## config.mk

```make
export PLATFORM = sky130hd
export DESIGN_NAME = bp_wb_system
export DESIGN_NICKNAME = d
export VERILOG_FILES = /design/src/hdl/bp_sys_pkg.sv /design/src/hdl/bp2wb_convertor.sv /design/src/hdl/bp_cfg_loader.sv /design/src/hdl/bp_cmd_fifo.sv /design/src/hdl/bp_wb_system.sv
export SDC_FILE = /design/constraint.sdc
export NUM_CORES = 1
export LEC_CHECK = 0
export ABC_CLOCK_PERIOD_IN_PS = 19200
export BUFFER_PORTS_ARGS = -buffer_cell sky130_fd_sc_hd__buf_2
export CAP_MARGIN = 20
export CORE_UTILIZATION = 59
export CTS_CLUSTER_DIAMETER = 30
export DETAILED_ROUTE_END_ITERATION = 10
export GPL_TIMING_DRIVEN = 0
export PLACE_DENSITY = 0.89
export SYNTH_ARGS = -nofsm -noshare
export SYNTH_HDL_FRONTEND = slang
export SYNTH_SLANG_ARGS = --single-unit
```

## constraint.sdc

```tcl
create_clock -name clk_i -period 19.2 [get_ports clk_i]
set_input_delay 5.76 -clock clk_i [delete_from_list [all_inputs] [get_ports clk_i]]
set_output_delay 5.76 -clock clk_i [all_outputs]
set_load 0.005 [all_outputs]
```

## src/hdl/bp_sys_pkg.sv

```systemverilog
package bp_sys_pkg;

   // Physical address, matches the Wishbone address bus
   localparam int PADDR_W = 37;
   // Data word
   localparam int DWORD_W = 64;
   // One select bit per byte lane
   localparam int SEL_W = DWORD_W / 8;

   // I/O config space address
   localparam int CFG_ADDR_W = 20;
   // Length of the boot-time config sequence
   localparam int CFG_WORDS = 4;

   // Config write addresses, sent in index order
   // Freeze release goes out last
   localparam logic [CFG_ADDR_W-1:0] cfg_addr_table [CFG_WORDS] = '{
      20'h0_0004,
      20'h0_0008,
      20'h0_0010,
      20'h0_0000
   };

   // Config write data, one entry per address above
   localparam logic [DWORD_W-1:0] cfg_data_table [CFG_WORDS] = '{
      64'h0000_0000_0000_0000,
      64'h0000_0000_0000_0001,
      64'h0000_0000_0000_0002,
      64'h0000_0000_0000_0000
   };

   // Memory command opcodes
   typedef enum logic {e_mem_rd = 1'b0, e_mem_wr = 1'b1} mem_op_e;

   // Access size in bytes, 1 to 8
   typedef enum logic [1:0] {
      e_size_1 = 2'b00,
      e_size_2 = 2'b01,
      e_size_4 = 2'b10,
      e_size_8 = 2'b11
   } mem_size_e;

   // Bridge FSM
   typedef enum logic [1:0] {e_wb_idle, e_wb_bus, e_wb_resp} wb_state_e;

   // Config loader FSM
   typedef enum logic [1:0] {e_cfg_send, e_cfg_drain, e_cfg_done} cfg_state_e;

endpackage

```

## src/hdl/bp2wb_convertor.sv

```systemverilog
`timescale 1ns/1ps

module bp2wb_convertor
   import bp_sys_pkg::*;
(
   input  logic               clk_i,
   input  logic               rst_i,
   input  logic               cfg_done_i,
   // Head of the command FIFO
   input  logic               cmd_ready_i,
   input  mem_op_e            cmd_op_i,
   input  mem_size_e          cmd_size_i,
   input  logic [PADDR_W-1:0] cmd_addr_i,
   input  logic [DWORD_W-1:0] cmd_data_i,
   output logic               cmd_pop_o,
   // Wishbone master
   input  logic [DWORD_W-1:0] wbm_dat_i,
   input  logic               wbm_ack_i,
   input  logic               wbm_err_i,
   output logic [DWORD_W-1:0] wbm_dat_o,
   output logic [PADDR_W-1:0] wbm_adr_o,
   output logic [SEL_W-1:0]   wbm_sel_o,
   output logic               wbm_we_o,
   output logic               wbm_stb_o,
   output logic               wbm_cyc_o,
   output logic [2:0]         wbm_cti_o,
   output logic [1:0]         wbm_bte_o,
   // Memory response
   output logic               mem_resp_v_o,
   output mem_op_e            mem_resp_op_o,
   output logic [DWORD_W-1:0] mem_resp_data_o,
   output logic               mem_resp_err_o
);

   // Low address bits that pick the first byte lane
   localparam int LANE_W = $clog2(SEL_W);
   // Classic cycle, linear burst
   localparam logic [2:0] CTI_CLASSIC = 3'b000;
   localparam logic [1:0] BTE_LINEAR  = 2'b00;

   wb_state_e          state_r;
   wb_state_e          state_n;
   logic               pop;
   logic               bus_done;

   // Command held for the whole bus cycle
   mem_op_e            op_r;
   logic [PADDR_W-1:0] addr_r;
   logic [DWORD_W-1:0] data_r;
   logic [SEL_W-1:0]   sel_r;

   logic [SEL_W-1:0]   sel_base;
   logic [SEL_W-1:0]   sel_n;

   logic [DWORD_W-1:0] resp_data_r;
   logic               resp_err_r;

   // Memory side stays frozen until config is written
   assign pop      = (state_r == e_wb_idle) & cfg_done_i & cmd_ready_i;
   // First cycle with ack or err ends the transfer
   assign bus_done = (state_r == e_wb_bus) & (wbm_ack_i | wbm_err_i);

   // Lane mask from the size, lane 0 based
   always_comb
   begin
      case (cmd_size_i)
         e_size_1: sel_base = SEL_W'(1);
         e_size_2: sel_base = SEL_W'(3);
         e_size_4: sel_base = SEL_W'(15);
         default:  sel_base = '1;
      endcase
   end

   // Aligned access, so the shift never spills
   assign sel_n = sel_base << cmd_addr_i[LANE_W-1:0];

   always_comb
   begin
      state_n = state_r;
      case (state_r)
         e_wb_idle:
         begin
            if (pop)
               state_n = e_wb_bus;
         end
         e_wb_bus:
         begin
            if (bus_done)
               state_n = e_wb_resp;
         end
         // Single response cycle, back to idle
         e_wb_resp: state_n = e_wb_idle;
         default:   state_n = e_wb_idle;
      endcase
   end

   always_ff @(posedge clk_i)
   begin
      if (rst_i)
         state_r <= e_wb_idle;
      else
         state_r <= state_n;
   end

   // Latch the head entry on pop
   always_ff @(posedge clk_i)
   begin
      if (pop)
      begin
         op_r   <= cmd_op_i;
         addr_r <= cmd_addr_i;
         data_r <= cmd_data_i;
         sel_r  <= sel_n;
      end
   end

   // Build the response when the slave answers
   always_ff @(posedge clk_i)
   begin
      if (bus_done)
      begin
         resp_err_r <= wbm_err_i;
         // Read data only on a clean read ack
         if (wbm_ack_i & ~wbm_err_i & (op_r == e_mem_rd))
            resp_data_r <= wbm_dat_i;
         else
            resp_data_r <= '0;
      end
   end

   assign cmd_pop_o = pop;

   // Strobe and cycle together for the whole bus state
   assign wbm_stb_o = (state_r == e_wb_bus);
   assign wbm_cyc_o = (state_r == e_wb_bus);
   assign wbm_we_o  = (op_r == e_mem_wr);
   assign wbm_adr_o = addr_r;
   assign wbm_dat_o = data_r;
   assign wbm_sel_o = sel_r;
   assign wbm_cti_o = CTI_CLASSIC;
   assign wbm_bte_o = BTE_LINEAR;

   // One-cycle response pulse, cycle after ack or err
   assign mem_resp_v_o    = (state_r == e_wb_resp);
   assign mem_resp_op_o   = op_r;
   assign mem_resp_data_o = resp_data_r;
   assign mem_resp_err_o  = resp_err_r;

endmodule

```

## src/hdl/bp_cfg_loader.sv

```systemverilog
`timescale 1ns/1ps

module bp_cfg_loader
   import bp_sys_pkg::*;
#(
   parameter int IO_CREDITS = 2
)
(
   input  logic                  clk_i,
   input  logic                  rst_i,
   input  logic                  io_cmd_credit_i,
   output logic                  io_cmd_v_o,
   output logic [CFG_ADDR_W-1:0] io_cmd_addr_o,
   output logic [DWORD_W-1:0]    io_cmd_data_o,
   output logic                  cfg_done_o
);

   localparam int IDX_W = (CFG_WORDS > 1) ? $clog2(CFG_WORDS) : 1;
   localparam int CRD_W = $clog2(IO_CREDITS + 1);

   cfg_state_e            state_r;
   cfg_state_e            state_n;
   logic [IDX_W-1:0]      idx_r;
   logic [CRD_W-1:0]      credits_r;
   logic [CRD_W-1:0]      credits_n;
   logic                  issue;
   logic                  last_word;

   // Registered I/O command
   logic                  v_r;
   logic [CFG_ADDR_W-1:0] addr_r;
   logic [DWORD_W-1:0]    data_r;

   // One word per cycle while a credit is held
   assign issue     = (state_r == e_cfg_send) & (credits_r != '0);
   assign last_word = (idx_r == IDX_W'(CFG_WORDS - 1));
   // Spend on issue, refill on each returned pulse
   assign credits_n = credits_r - CRD_W'(issue) + CRD_W'(io_cmd_credit_i);

   always_comb
   begin
      state_n = state_r;
      case (state_r)
         e_cfg_send:
         begin
            if (issue & last_word)
               state_n = e_cfg_drain;
         end
         // Done once every credit is back
         e_cfg_drain:
         begin
            if (credits_n == CRD_W'(IO_CREDITS))
               state_n = e_cfg_done;
         end
         e_cfg_done: state_n = e_cfg_done;
         default:    state_n = e_cfg_send;
      endcase
   end

   always_ff @(posedge clk_i)
   begin
      if (rst_i)
      begin
         state_r   <= e_cfg_send;
         idx_r     <= '0;
         credits_r <= CRD_W'(IO_CREDITS);
         v_r       <= 1'b0;
      end
      else
      begin
         state_r   <= state_n;
         credits_r <= credits_n;
         v_r       <= issue;
         if (issue)
            idx_r <= idx_r + 1'b1;
      end
   end

   // Table entry goes out the cycle after issue
   always_ff @(posedge clk_i)
   begin
      if (issue)
      begin
         addr_r <= cfg_addr_table[idx_r];
         data_r <= cfg_data_table[idx_r];
      end
   end

   assign io_cmd_v_o    = v_r;
   assign io_cmd_addr_o = addr_r;
   assign io_cmd_data_o = data_r;
   // Sticky until the next reset
   assign cfg_done_o    = (state_r == e_cfg_done);

endmodule

```

## src/hdl/bp_cmd_fifo.sv

```systemverilog
`timescale 1ns/1ps

module bp_cmd_fifo
   import bp_sys_pkg::*;
#(
   parameter int CMD_DEPTH = 4
)
(
   input  logic               clk_i,
   input  logic               rst_i,
   input  logic               push_i,
   input  mem_op_e            push_op_i,
   input  mem_size_e          push_size_i,
   input  logic [PADDR_W-1:0] push_addr_i,
   input  logic [DWORD_W-1:0] push_data_i,
   input  logic               pop_i,
   output mem_op_e            head_op_o,
   output mem_size_e          head_size_o,
   output logic [PADDR_W-1:0] head_addr_o,
   output logic [DWORD_W-1:0] head_data_o,
   output logic               not_empty_o,
   output logic               credit_o
);

   localparam int PTR_W = (CMD_DEPTH > 1) ? $clog2(CMD_DEPTH) : 1;
   localparam int CNT_W = $clog2(CMD_DEPTH + 1);

   // Command storage, one slot per credit
   mem_op_e            op_mem   [CMD_DEPTH];
   mem_size_e          size_mem [CMD_DEPTH];
   logic [PADDR_W-1:0] addr_mem [CMD_DEPTH];
   logic [DWORD_W-1:0] data_mem [CMD_DEPTH];

   logic [PTR_W-1:0] wr_ptr;
   logic [PTR_W-1:0] rd_ptr;
   logic [CNT_W-1:0] count;
   logic             full;
   logic             wr_en;
   logic             rd_en;

   // Pointer step with wrap for any depth
   function automatic logic [PTR_W-1:0] ptr_inc(input logic [PTR_W-1:0] ptr);
      return (ptr == PTR_W'(CMD_DEPTH - 1)) ? '0 : ptr + 1'b1;
   endfunction

   assign full        = (count == CNT_W'(CMD_DEPTH));
   assign not_empty_o = (count != '0);
   // Sender holds a credit, so a full push is dropped
   assign wr_en       = push_i & ~full;
   assign rd_en       = pop_i & not_empty_o;

   always_ff @(posedge clk_i)
   begin
      if (wr_en)
      begin
         op_mem[wr_ptr]   <= push_op_i;
         size_mem[wr_ptr] <= push_size_i;
         addr_mem[wr_ptr] <= push_addr_i;
         data_mem[wr_ptr] <= push_data_i;
      end
   end

   always_ff @(posedge clk_i)
   begin
      if (rst_i)
      begin
         wr_ptr <= '0;
         rd_ptr <= '0;
         count  <= '0;
      end
      else
      begin
         if (wr_en)
            wr_ptr <= ptr_inc(wr_ptr);
         if (rd_en)
            rd_ptr <= ptr_inc(rd_ptr);
         count <= count + CNT_W'(wr_en) - CNT_W'(rd_en);
      end
   end

   // Head entry, read straight from storage
   assign head_op_o   = op_mem[rd_ptr];
   assign head_size_o = size_mem[rd_ptr];
   assign head_addr_o = addr_mem[rd_ptr];
   assign head_data_o = data_mem[rd_ptr];

   // Slot freed this cycle, hand the credit back
   assign credit_o = rd_en;

endmodule

```

## src/hdl/bp_wb_system.sv

```systemverilog
`timescale 1ns/1ps

module bp_wb_system
   import bp_sys_pkg::*;
#(
   parameter int CMD_DEPTH  = 4,
   parameter int IO_CREDITS = 2
)
(
   input  logic                  clk_i,
   input  logic                  rst_i,
   // Memory command from the core
   input  logic                  mem_cmd_v_i,
   input  mem_op_e               mem_cmd_op_i,
   input  mem_size_e             mem_cmd_size_i,
   input  logic [PADDR_W-1:0]    mem_cmd_addr_i,
   input  logic [DWORD_W-1:0]    mem_cmd_data_i,
   output logic                  mem_cmd_credit_o,
   // Memory response to the core
   output logic                  mem_resp_v_o,
   output mem_op_e               mem_resp_op_o,
   output logic [DWORD_W-1:0]    mem_resp_data_o,
   output logic                  mem_resp_err_o,
   // I/O config command
   output logic                  io_cmd_v_o,
   output logic [CFG_ADDR_W-1:0] io_cmd_addr_o,
   output logic [DWORD_W-1:0]    io_cmd_data_o,
   input  logic                  io_cmd_credit_i,
   output logic                  cfg_done_o,
   // Wishbone master
   input  logic [DWORD_W-1:0]    wbm_dat_i,
   input  logic                  wbm_ack_i,
   input  logic                  wbm_err_i,
   output logic [DWORD_W-1:0]    wbm_dat_o,
   output logic [PADDR_W-1:0]    wbm_adr_o,
   output logic [SEL_W-1:0]      wbm_sel_o,
   output logic                  wbm_we_o,
   output logic                  wbm_stb_o,
   output logic                  wbm_cyc_o,
   output logic [2:0]            wbm_cti_o,
   output logic [1:0]            wbm_bte_o
);

   // FIFO head to bridge
   mem_op_e            head_op;
   mem_size_e          head_size;
   logic [PADDR_W-1:0] head_addr;
   logic [DWORD_W-1:0] head_data;
   logic               head_v;
   logic               head_pop;

   // Loader releases the memory path
   logic               cfg_done;

   assign cfg_done_o = cfg_done;

   // Buffer sized to the sender's credit pool
   bp_cmd_fifo #(
      .CMD_DEPTH(CMD_DEPTH)
   ) cmd_fifo_i (
      .clk_i      (clk_i),
      .rst_i      (rst_i),
      .push_i     (mem_cmd_v_i),
      .push_op_i  (mem_cmd_op_i),
      .push_size_i(mem_cmd_size_i),
      .push_addr_i(mem_cmd_addr_i),
      .push_data_i(mem_cmd_data_i),
      .pop_i      (head_pop),
      .head_op_o  (head_op),
      .head_size_o(head_size),
      .head_addr_o(head_addr),
      .head_data_o(head_data),
      .not_empty_o(head_v),
      .credit_o   (mem_cmd_credit_o)
   );

   bp2wb_convertor bp2wb_i (
      .clk_i          (clk_i),
      .rst_i          (rst_i),
      .cfg_done_i     (cfg_done),
      .cmd_ready_i    (head_v),
      .cmd_op_i       (head_op),
      .cmd_size_i     (head_size),
      .cmd_addr_i     (head_addr),
      .cmd_data_i     (head_data),
      .cmd_pop_o      (head_pop),
      .wbm_dat_i      (wbm_dat_i),
      .wbm_ack_i      (wbm_ack_i),
      .wbm_err_i      (wbm_err_i),
      .wbm_dat_o      (wbm_dat_o),
      .wbm_adr_o      (wbm_adr_o),
      .wbm_sel_o      (wbm_sel_o),
      .wbm_we_o       (wbm_we_o),
      .wbm_stb_o      (wbm_stb_o),
      .wbm_cyc_o      (wbm_cyc_o),
      .wbm_cti_o      (wbm_cti_o),
      .wbm_bte_o      (wbm_bte_o),
      .mem_resp_v_o   (mem_resp_v_o),
      .mem_resp_op_o  (mem_resp_op_o),
      .mem_resp_data_o(mem_resp_data_o),
      .mem_resp_err_o (mem_resp_err_o)
   );

   // Post-reset config writer
   bp_cfg_loader #(
      .IO_CREDITS(IO_CREDITS)
   ) cfg_loader_i (
      .clk_i          (clk_i),
      .rst_i          (rst_i),
      .io_cmd_credit_i(io_cmd_credit_i),
      .io_cmd_v_o     (io_cmd_v_o),
      .io_cmd_addr_o  (io_cmd_addr_o),
      .io_cmd_data_o  (io_cmd_data_o),
      .cfg_done_o     (cfg_done)
   );

endmodule

```

# Word-level counts from Yosys, hierarchy flattened

Memories as Yosys holds them, arrays and structs flattened. A register that Yosys moved wholly into a read port is not among the register bits.
Cells that the tools add are included.

Bits in registers: 210
Memory bits (writable): 416
Input port bits: 174
Output and inout port bits: 271
Logic and storage cells: 84
Memories kept: 4

$add $sub $neg: 7
Order comparisons: 1
Equality and inequality tests: 15
Shift-type cells: 1
Mux-type cells: 21
Bitwise gates (word level): 14
Reductions and logical operators: 7

Memories:

| name                | depth | width | read ports | clocked after memory_dff | wr ports | line              | RTL |
|---|---|---|---|---|---|---|---|
| cmd_fifo_i.data_mem | 4     | 64    | 1          | 1                        | 1        | bp_cmd_fifo.sv:32 | `logic [DWORD_W-1:0] data_mem [CMD_DEPTH];` |
| cmd_fifo_i.addr_mem | 4     | 37    | 1          | 1                        | 1        | bp_cmd_fifo.sv:31 | `logic [PADDR_W-1:0] addr_mem [CMD_DEPTH];` |
| cmd_fifo_i.size_mem | 4     | 2     | 1          | 1                        | 1        | bp_cmd_fifo.sv:30 | `mem_size_e size_mem [CMD_DEPTH];` |
| cmd_fifo_i.op_mem   | 4     | 1     | 1          | 1                        | 1        | bp_cmd_fifo.sv:29 | `mem_op_e op_mem [CMD_DEPTH];` |

Operators with widths:

| cell                  | number |
|---|---|
| $bmux W64 S2          | 1 |
| $mux W64              | 2 |
| $bmux W20 S2          | 1 |
| $mux W20              | 2 |
| $pmux W8 S3           | 1 |
| $mux W2               | 10 |
| $eq A2 B2 Y1 const B  | 7 |
| $and A1 B1 Y1         | 9 |
| $shl A8 B3 Y8         | 1 |
| $add A2 B1 Y2 const B | 3 |
| $eq A2 B1 Y1 const B  | 3 |
| $logic_not A2 Y1      | 3 |
| $pmux W2 S3           | 1 |
| $ne A2 B1 Y1 const B  | 2 |
| $ne A2 B2 Y1 const B  | 2 |
| $pmux W2 S2           | 1 |
| $reduce_and A2 Y1     | 2 |
| $add A3 B1 Y3         | 1 |
| $eq A3 B3 Y1 const B  | 1 |
| $ge A3 B3 Y1 const B  | 1 |
| $not A1 Y1            | 3 |
| $not A2 Y3            | 1 |
| $reduce_bool A3 Y1    | 1 |
| $sub A3 B1 Y3         | 1 |
| other kinds (5)       | 6 |

# Depth between registers and ports, before layout

Depth after elaboration: 7
Depth in mapped cells: 11

# Modules after synthesis

Synthesis repeated with hierarchy kept, for this count alone.

Cells, all modules: 1011
Area total of the unflattened synthesis: 22679.3 µm²

By module, submodules not included:

| module          | instances | cells each | area each (µm²) |
|---|---|---|---|
| bp_cmd_fifo     | 1         | 593        | 15499.9 |
| bp2wb_convertor | 1         | 294        | 6078.3 |
| bp_cfg_loader   | 1         | 124        | 1101.1 |

# Least setup slack after synthesis

Ideal clock, no wire load.

Kind: reg-to-reg
From: register cfg_loader_i.state_r[0]
To: register bp2wb_i.op_r, in the netlist bp2wb_i.mem_resp_op_o, read port of cmd_fifo_i.op_mem (enable)
Library setup time: 0.888 ns
Arrival: 11.862 ns
Required time: 18.312 ns
Path slack: 6.451 ns
Stages on the path, launching flop included: 4
Clock period less this slack: 12.749 ns
Cell sequence: dfxtp_1 inv_1 ha_1 nor4b_1

Cells in the longest elaborated chain, start to end: 3

Ends and longest elaborated chain:

| what                       | line                  | RTL |
|---|---|---|
| from (decl)                | bp_cfg_loader.sv:21   | `cfg_state_e state_r;` |
| from (signal assigned)     | bp_cfg_loader.sv:64   | `state_r <= e_cfg_send;` |
| from (signal assigned)     | bp_cfg_loader.sv:71   | `state_r <= state_n;` |
| $eq A2 B2 Y1               | bp_cfg_loader.sv:93   | `assign cfg_done_o = (state_r == e_cfg_done);` |
| via cfg_done_o             | bp_wb_system.sv:29    | `output logic cfg_done_o,` |
| $and A1 B1 Y1 (2 in a row) | bp2wb_convertor.sv:59 | `assign pop = (state_r == e_wb_idle) & cfg_done_i & cmd_ready_i;` |
| via bp2wb_i.cmd_pop_o      | bp2wb_convertor.sv:15 | `output logic cmd_pop_o,` |
| to (decl)                  | bp2wb_convertor.sv:47 | `mem_op_e op_r;` |

The timed path passes the listed nets, and every way through them passes these cells.
A chain may end at the register's enable or synchronous reset.

# Final worst setup path

From: register cfg_loader_i.state_r[0]
To: output port mem_cmd_credit_o

Cells in the longest elaborated chain, start to end: 4

Ends and longest elaborated chain:

| what                       | line                  | RTL |
|---|---|---|
| $eq A2 B2 Y1               | bp_cfg_loader.sv:93   |  |
| $and A1 B1 Y1 (2 in a row) | bp2wb_convertor.sv:59 |  |
| $and A1 B1 Y1              | bp_cmd_fifo.sv:50     | `assign rd_en = pop_i & not_empty_o;` |
| to (decl)                  | bp_wb_system.sv:18    | `output logic mem_cmd_credit_o,` |

No other way between the ends.

==> impl_metrics.csv <==
group,metric,value,unit
status,status,"complete, no violations",
clock_network,htree_levels,3,
clock_network,postCtsHoldBufs,0,
floorplan,pin_count,445,
power_and_ir_drop,power_switching,0.876,mW
logic_synthesis,ys_types,41,
logic_synthesis,synth_edf_count,594,
setup_path,critPathLaunchType,"register",
power_and_ir_drop,p_per_area,129,nW/µm²
logic_synthesis,ys_ff_latch,612,
clock_network,post_cts_buffers,0,
clock_network,cts_sinks,612,
drt,drcViolationCount,0,
clock_network,cts_root_buffer,"clkbuf_16",
setup_path,required,13.44,ns
power_and_ir_drop,leakage,10.7,nW
clock_network,path_clk_slew,0.05,ns
min_path,holdPathStages,2,
placement,place_hpwl,31.9,mm
global_routing,first_global_vias,12369,
clock_network,cts.repair.resized,0,
final_layout,synthToLayoutAreaGrowth,28.8,%
floorplan,initial_utilization,0.599,
drt,drt-pass1-iter-count,4,
placement,place.gp.congestion,0.947,
timing,period_share,0.417,
setup_path,rr_worst_depth,11,
timing,drv_slew,0,
logic_synthesis,synth_area_per_cell,22.5,µm²
min_path,hold_path_class,"register to register",
timing,hold_viol_final,0,
global_routing,antenna_found_initial,11,
final_layout,drive_gt1_frac,0.461,
setup_path,cp.buffers_inverters,2,
setup_path,critPathTopFamily,"simple AND/OR/NAND/NOR gates",
setup_path,crit_type,"register to output pin",
floorplan,rows,71,
min_path,min_from,"cfg_loader_i.state_r[0]$_SDFFE_PP0P_",
power_and_ir_drop,p_comb_frac,0.084,
timing,worst_pin_slew,0.887,ns
drt,drt_iter0_drc,845,
timing,fin_worst_skew,0.0227,ns
power_and_ir_drop,peakVddDrop,0.000109,V
floorplan,fp.dieW,197,µm
placement,io_buffers,360,
floorplan,die_area,38900,µm²
placement,dp.cells,1980,
drt,drt_wl_total,55.4,mm
power_and_ir_drop,switching_share,0.235,
final_layout,utilization,0.771,
setup_path,cp_data_arrival_time,2.25,ns
final_layout,num-nets-final,1758,
placement,pre_cts_slack,11.18,ns
final_layout,layout.cells.non_filler,2168,
global_routing,grt_overflow,0,
drt,vias,11888,
timing,rsz0062_at_grt,"false",
setup_path,crit_path_start,"cfg_loader_i.state_r[0]$_SDFFE_PP0P_",
logic_synthesis,synth_area,22500,µm²
logic_synthesis,ys.flop_type,"edfxtp_1",
power_and_ir_drop,clkPwrFrac,0.476,
logic_synthesis,ys_async_sr_fraction,0,
final_layout,fillers,1848,
drt,antenna_left,0,
timing,max_freq,125,MHz
logic_synthesis,synthCells,1001,
setup_path,r2r_slack,16.28,ns
setup_path,reg2reg_from,"cfg_loader_i.state_r[0]$_SDFFE_PP0P_",
drt,wl_per_cell,25.6,µm
clock_network,cts_tree,"done",
logic_synthesis,yosys_warnings,0,
timing,min_period,8.01,ns
floorplan,core_area,37600,µm²
setup_path,worstPathCellList,"inv_1 > ha_1 > nor4b_2 > buf_2",
setup_path,slowest_stage,"nor4b_2",
clock_network,clk_path_buf_depth,3,
timing,max_slew_margin,0.408,
timing,whs,0.542,ns
global_routing,grt_pass1_wl,79.6,mm
timing,fin_ws,11.19,ns
clock_network,worstSkewPairLatency,0.63,ns
placement,placed_area,25600,µm²
setup_path,path_max_fanout,5,
drt,vias_per_cell,5.48,
setup_path,max_stage_delay,0.74,ns
logic_synthesis,ys_seq_area_frac,0.809,
setup_path,timing.critical_path.depth,4,
setup_path,end_kind,"output pin",
global_routing,grt_max_degree,55,
global_routing,grt_usage,0.290,
clock_network,cts_buffers,98,
job,cap_violations,0,
timing,setup_viol,0,
power_and_ir_drop,intPower,2.86,mW
final_layout,final_area,29000,µm²
power_and_ir_drop,power_frac_seq,0.440,
floorplan,die_h,197,µm
-- per-stage QoR --
step / total power [mW] / setup TNS (ns)
2_1_floorplan: 1.85 / 0
3_3_place_gp: 1.95 / -188.97
3_5_place_dp: 1.96 / 0
4_1_cts: 3.75 / 0
5_1_grt: 3.84 / 0
6_report: 3.73 / 0
-- final timing paths --
| kind | end |
|---|---|
| worst max-delay path | mem_cmd_credit_o |
| worst min-delay path | cfg_loader_i.state_r[0]$_SDFFE_PP0P_ |
| worst max register to register | cmd_fifo_i.count[2]$_SDFF_PP0_ |
| worst min register to register | cfg_loader_i.state_r[0]$_SDFFE_PP0P_ |
-- cell families after synthesis --
logic type	synth area share
buffers and inverters	0.0379
AOI/OAI and AO/OA	0.00534
DFF	0.809
muxes	0.108
other	0.000167
and+or+nand+nor	0.0293
xor gates and xnor gates	0.00217
adders and majority gates	0.00868
-- per-layer routing --
layer	wire length [µm]	track usage
met2	29600	0.504
met3	4660	0.0724
met1	18800	0.337
met4	2280	0.142
met5	32	0
-- cell usage after synthesis, types with 2 or more instances --
library cell  count  area, µm²
a21oi_1           3       15.0
buf_6             2       22.5
nand2_1           2       7.51
nor2b_1           8       50.1
dfxtp_1          18        360
mux4_1            2       52.6
o21ai_0           3       15.0
o22ai_1           2       12.5
mux2i_1           7       70.1
clkbuf_1         13       48.8
edfxtp_1        594      17800
buf_1             5       18.8
ha_1             14        175
xor2_1            2       17.5
buf_2            12       60.1
buf_4            88        661
nor2_1           23       86.3
and2_1           69        432
inv_1            11       41.3
mux4_2          102       2300
-- worst reg2reg max path, delay by kind of cell (launching register included) --
| family | cells | cell delay, ns |
|---|---|---|
| XOR/XNOR | 2 | 0.32 |
| adder cells (fa/ha/maj) | 4 | 1.15 |
| buffers and inverters | 3 | 0.22 |
| flip-flops | 1 | 0.32 |
| AND/OR/NAND/NOR | 2 | 0.80 |
-- cell usage in the layout, fill, tap and decap left out, types with 7 or more instances in the layout --
cell type     n
dfxtp_1      18
clkinv_4     12
inv_1        11
nor2_1       23
inv_6         9
buf_4       102
edfxtp_1    594
ha_1         14
clkbuf_16    99
mux4_2      102
clkinvlp_4    8
and2_1       65
nor2b_1       7
bufinv_16    11
clkbuf_1     31
conb_1       84
clkinv_2     10
buf_2       373
mux2i_1       7
-- cell type report --
| cell class | count | area [µm²] | area share |
|---|---|---|---|
| tap | 511 | 639 | 0.0221 |
| buffer | 120 | 811 | 0.0280 |
| clock buffer | 118 | 2560 | 0.0883 |
| clock inverter | 64 | 802 | 0.0277 |
| timing repair buffer | 385 | 2130 | 0.0736 |
| multi-input combinational | 341 | 3780 | 0.131 |
| inverter | 11 | 41.3 | 0.00142 |
| sequential | 612 | 18200 | 0.628 |
| antenna | 6 | 15.0 | 0.000518 |
-- state kept, by name, indices dropped and copies added, names as in the netlist, 3 cells and up, named ones only --
register and count:
cmd_fifo_i.data_mem 256, cmd_fifo_i.size_mem 8, bp2wb_i.wbm_sel_o 8, cmd_fifo_i.addr_mem 148, cmd_fifo_i.op_mem 4, bp2wb_i.wbm_dat_o 64
cmd_fifo_i.count 3, bp2wb_i.mem_resp_data_o 64, bp2wb_i.wbm_adr_o 37
-- power groups by stage --
stage	combinational (mW)	sequential [mW]	clock (mW)
global route	0.338	1.65	1.85
CTS	0.314	1.64	1.79
detailed placement	0.303	1.66	0
global placement	0.271	1.68	0
floorplan	0.186	1.66	0
finish	0.315	1.64	1.78
Power figures use the tool's default switching activity.
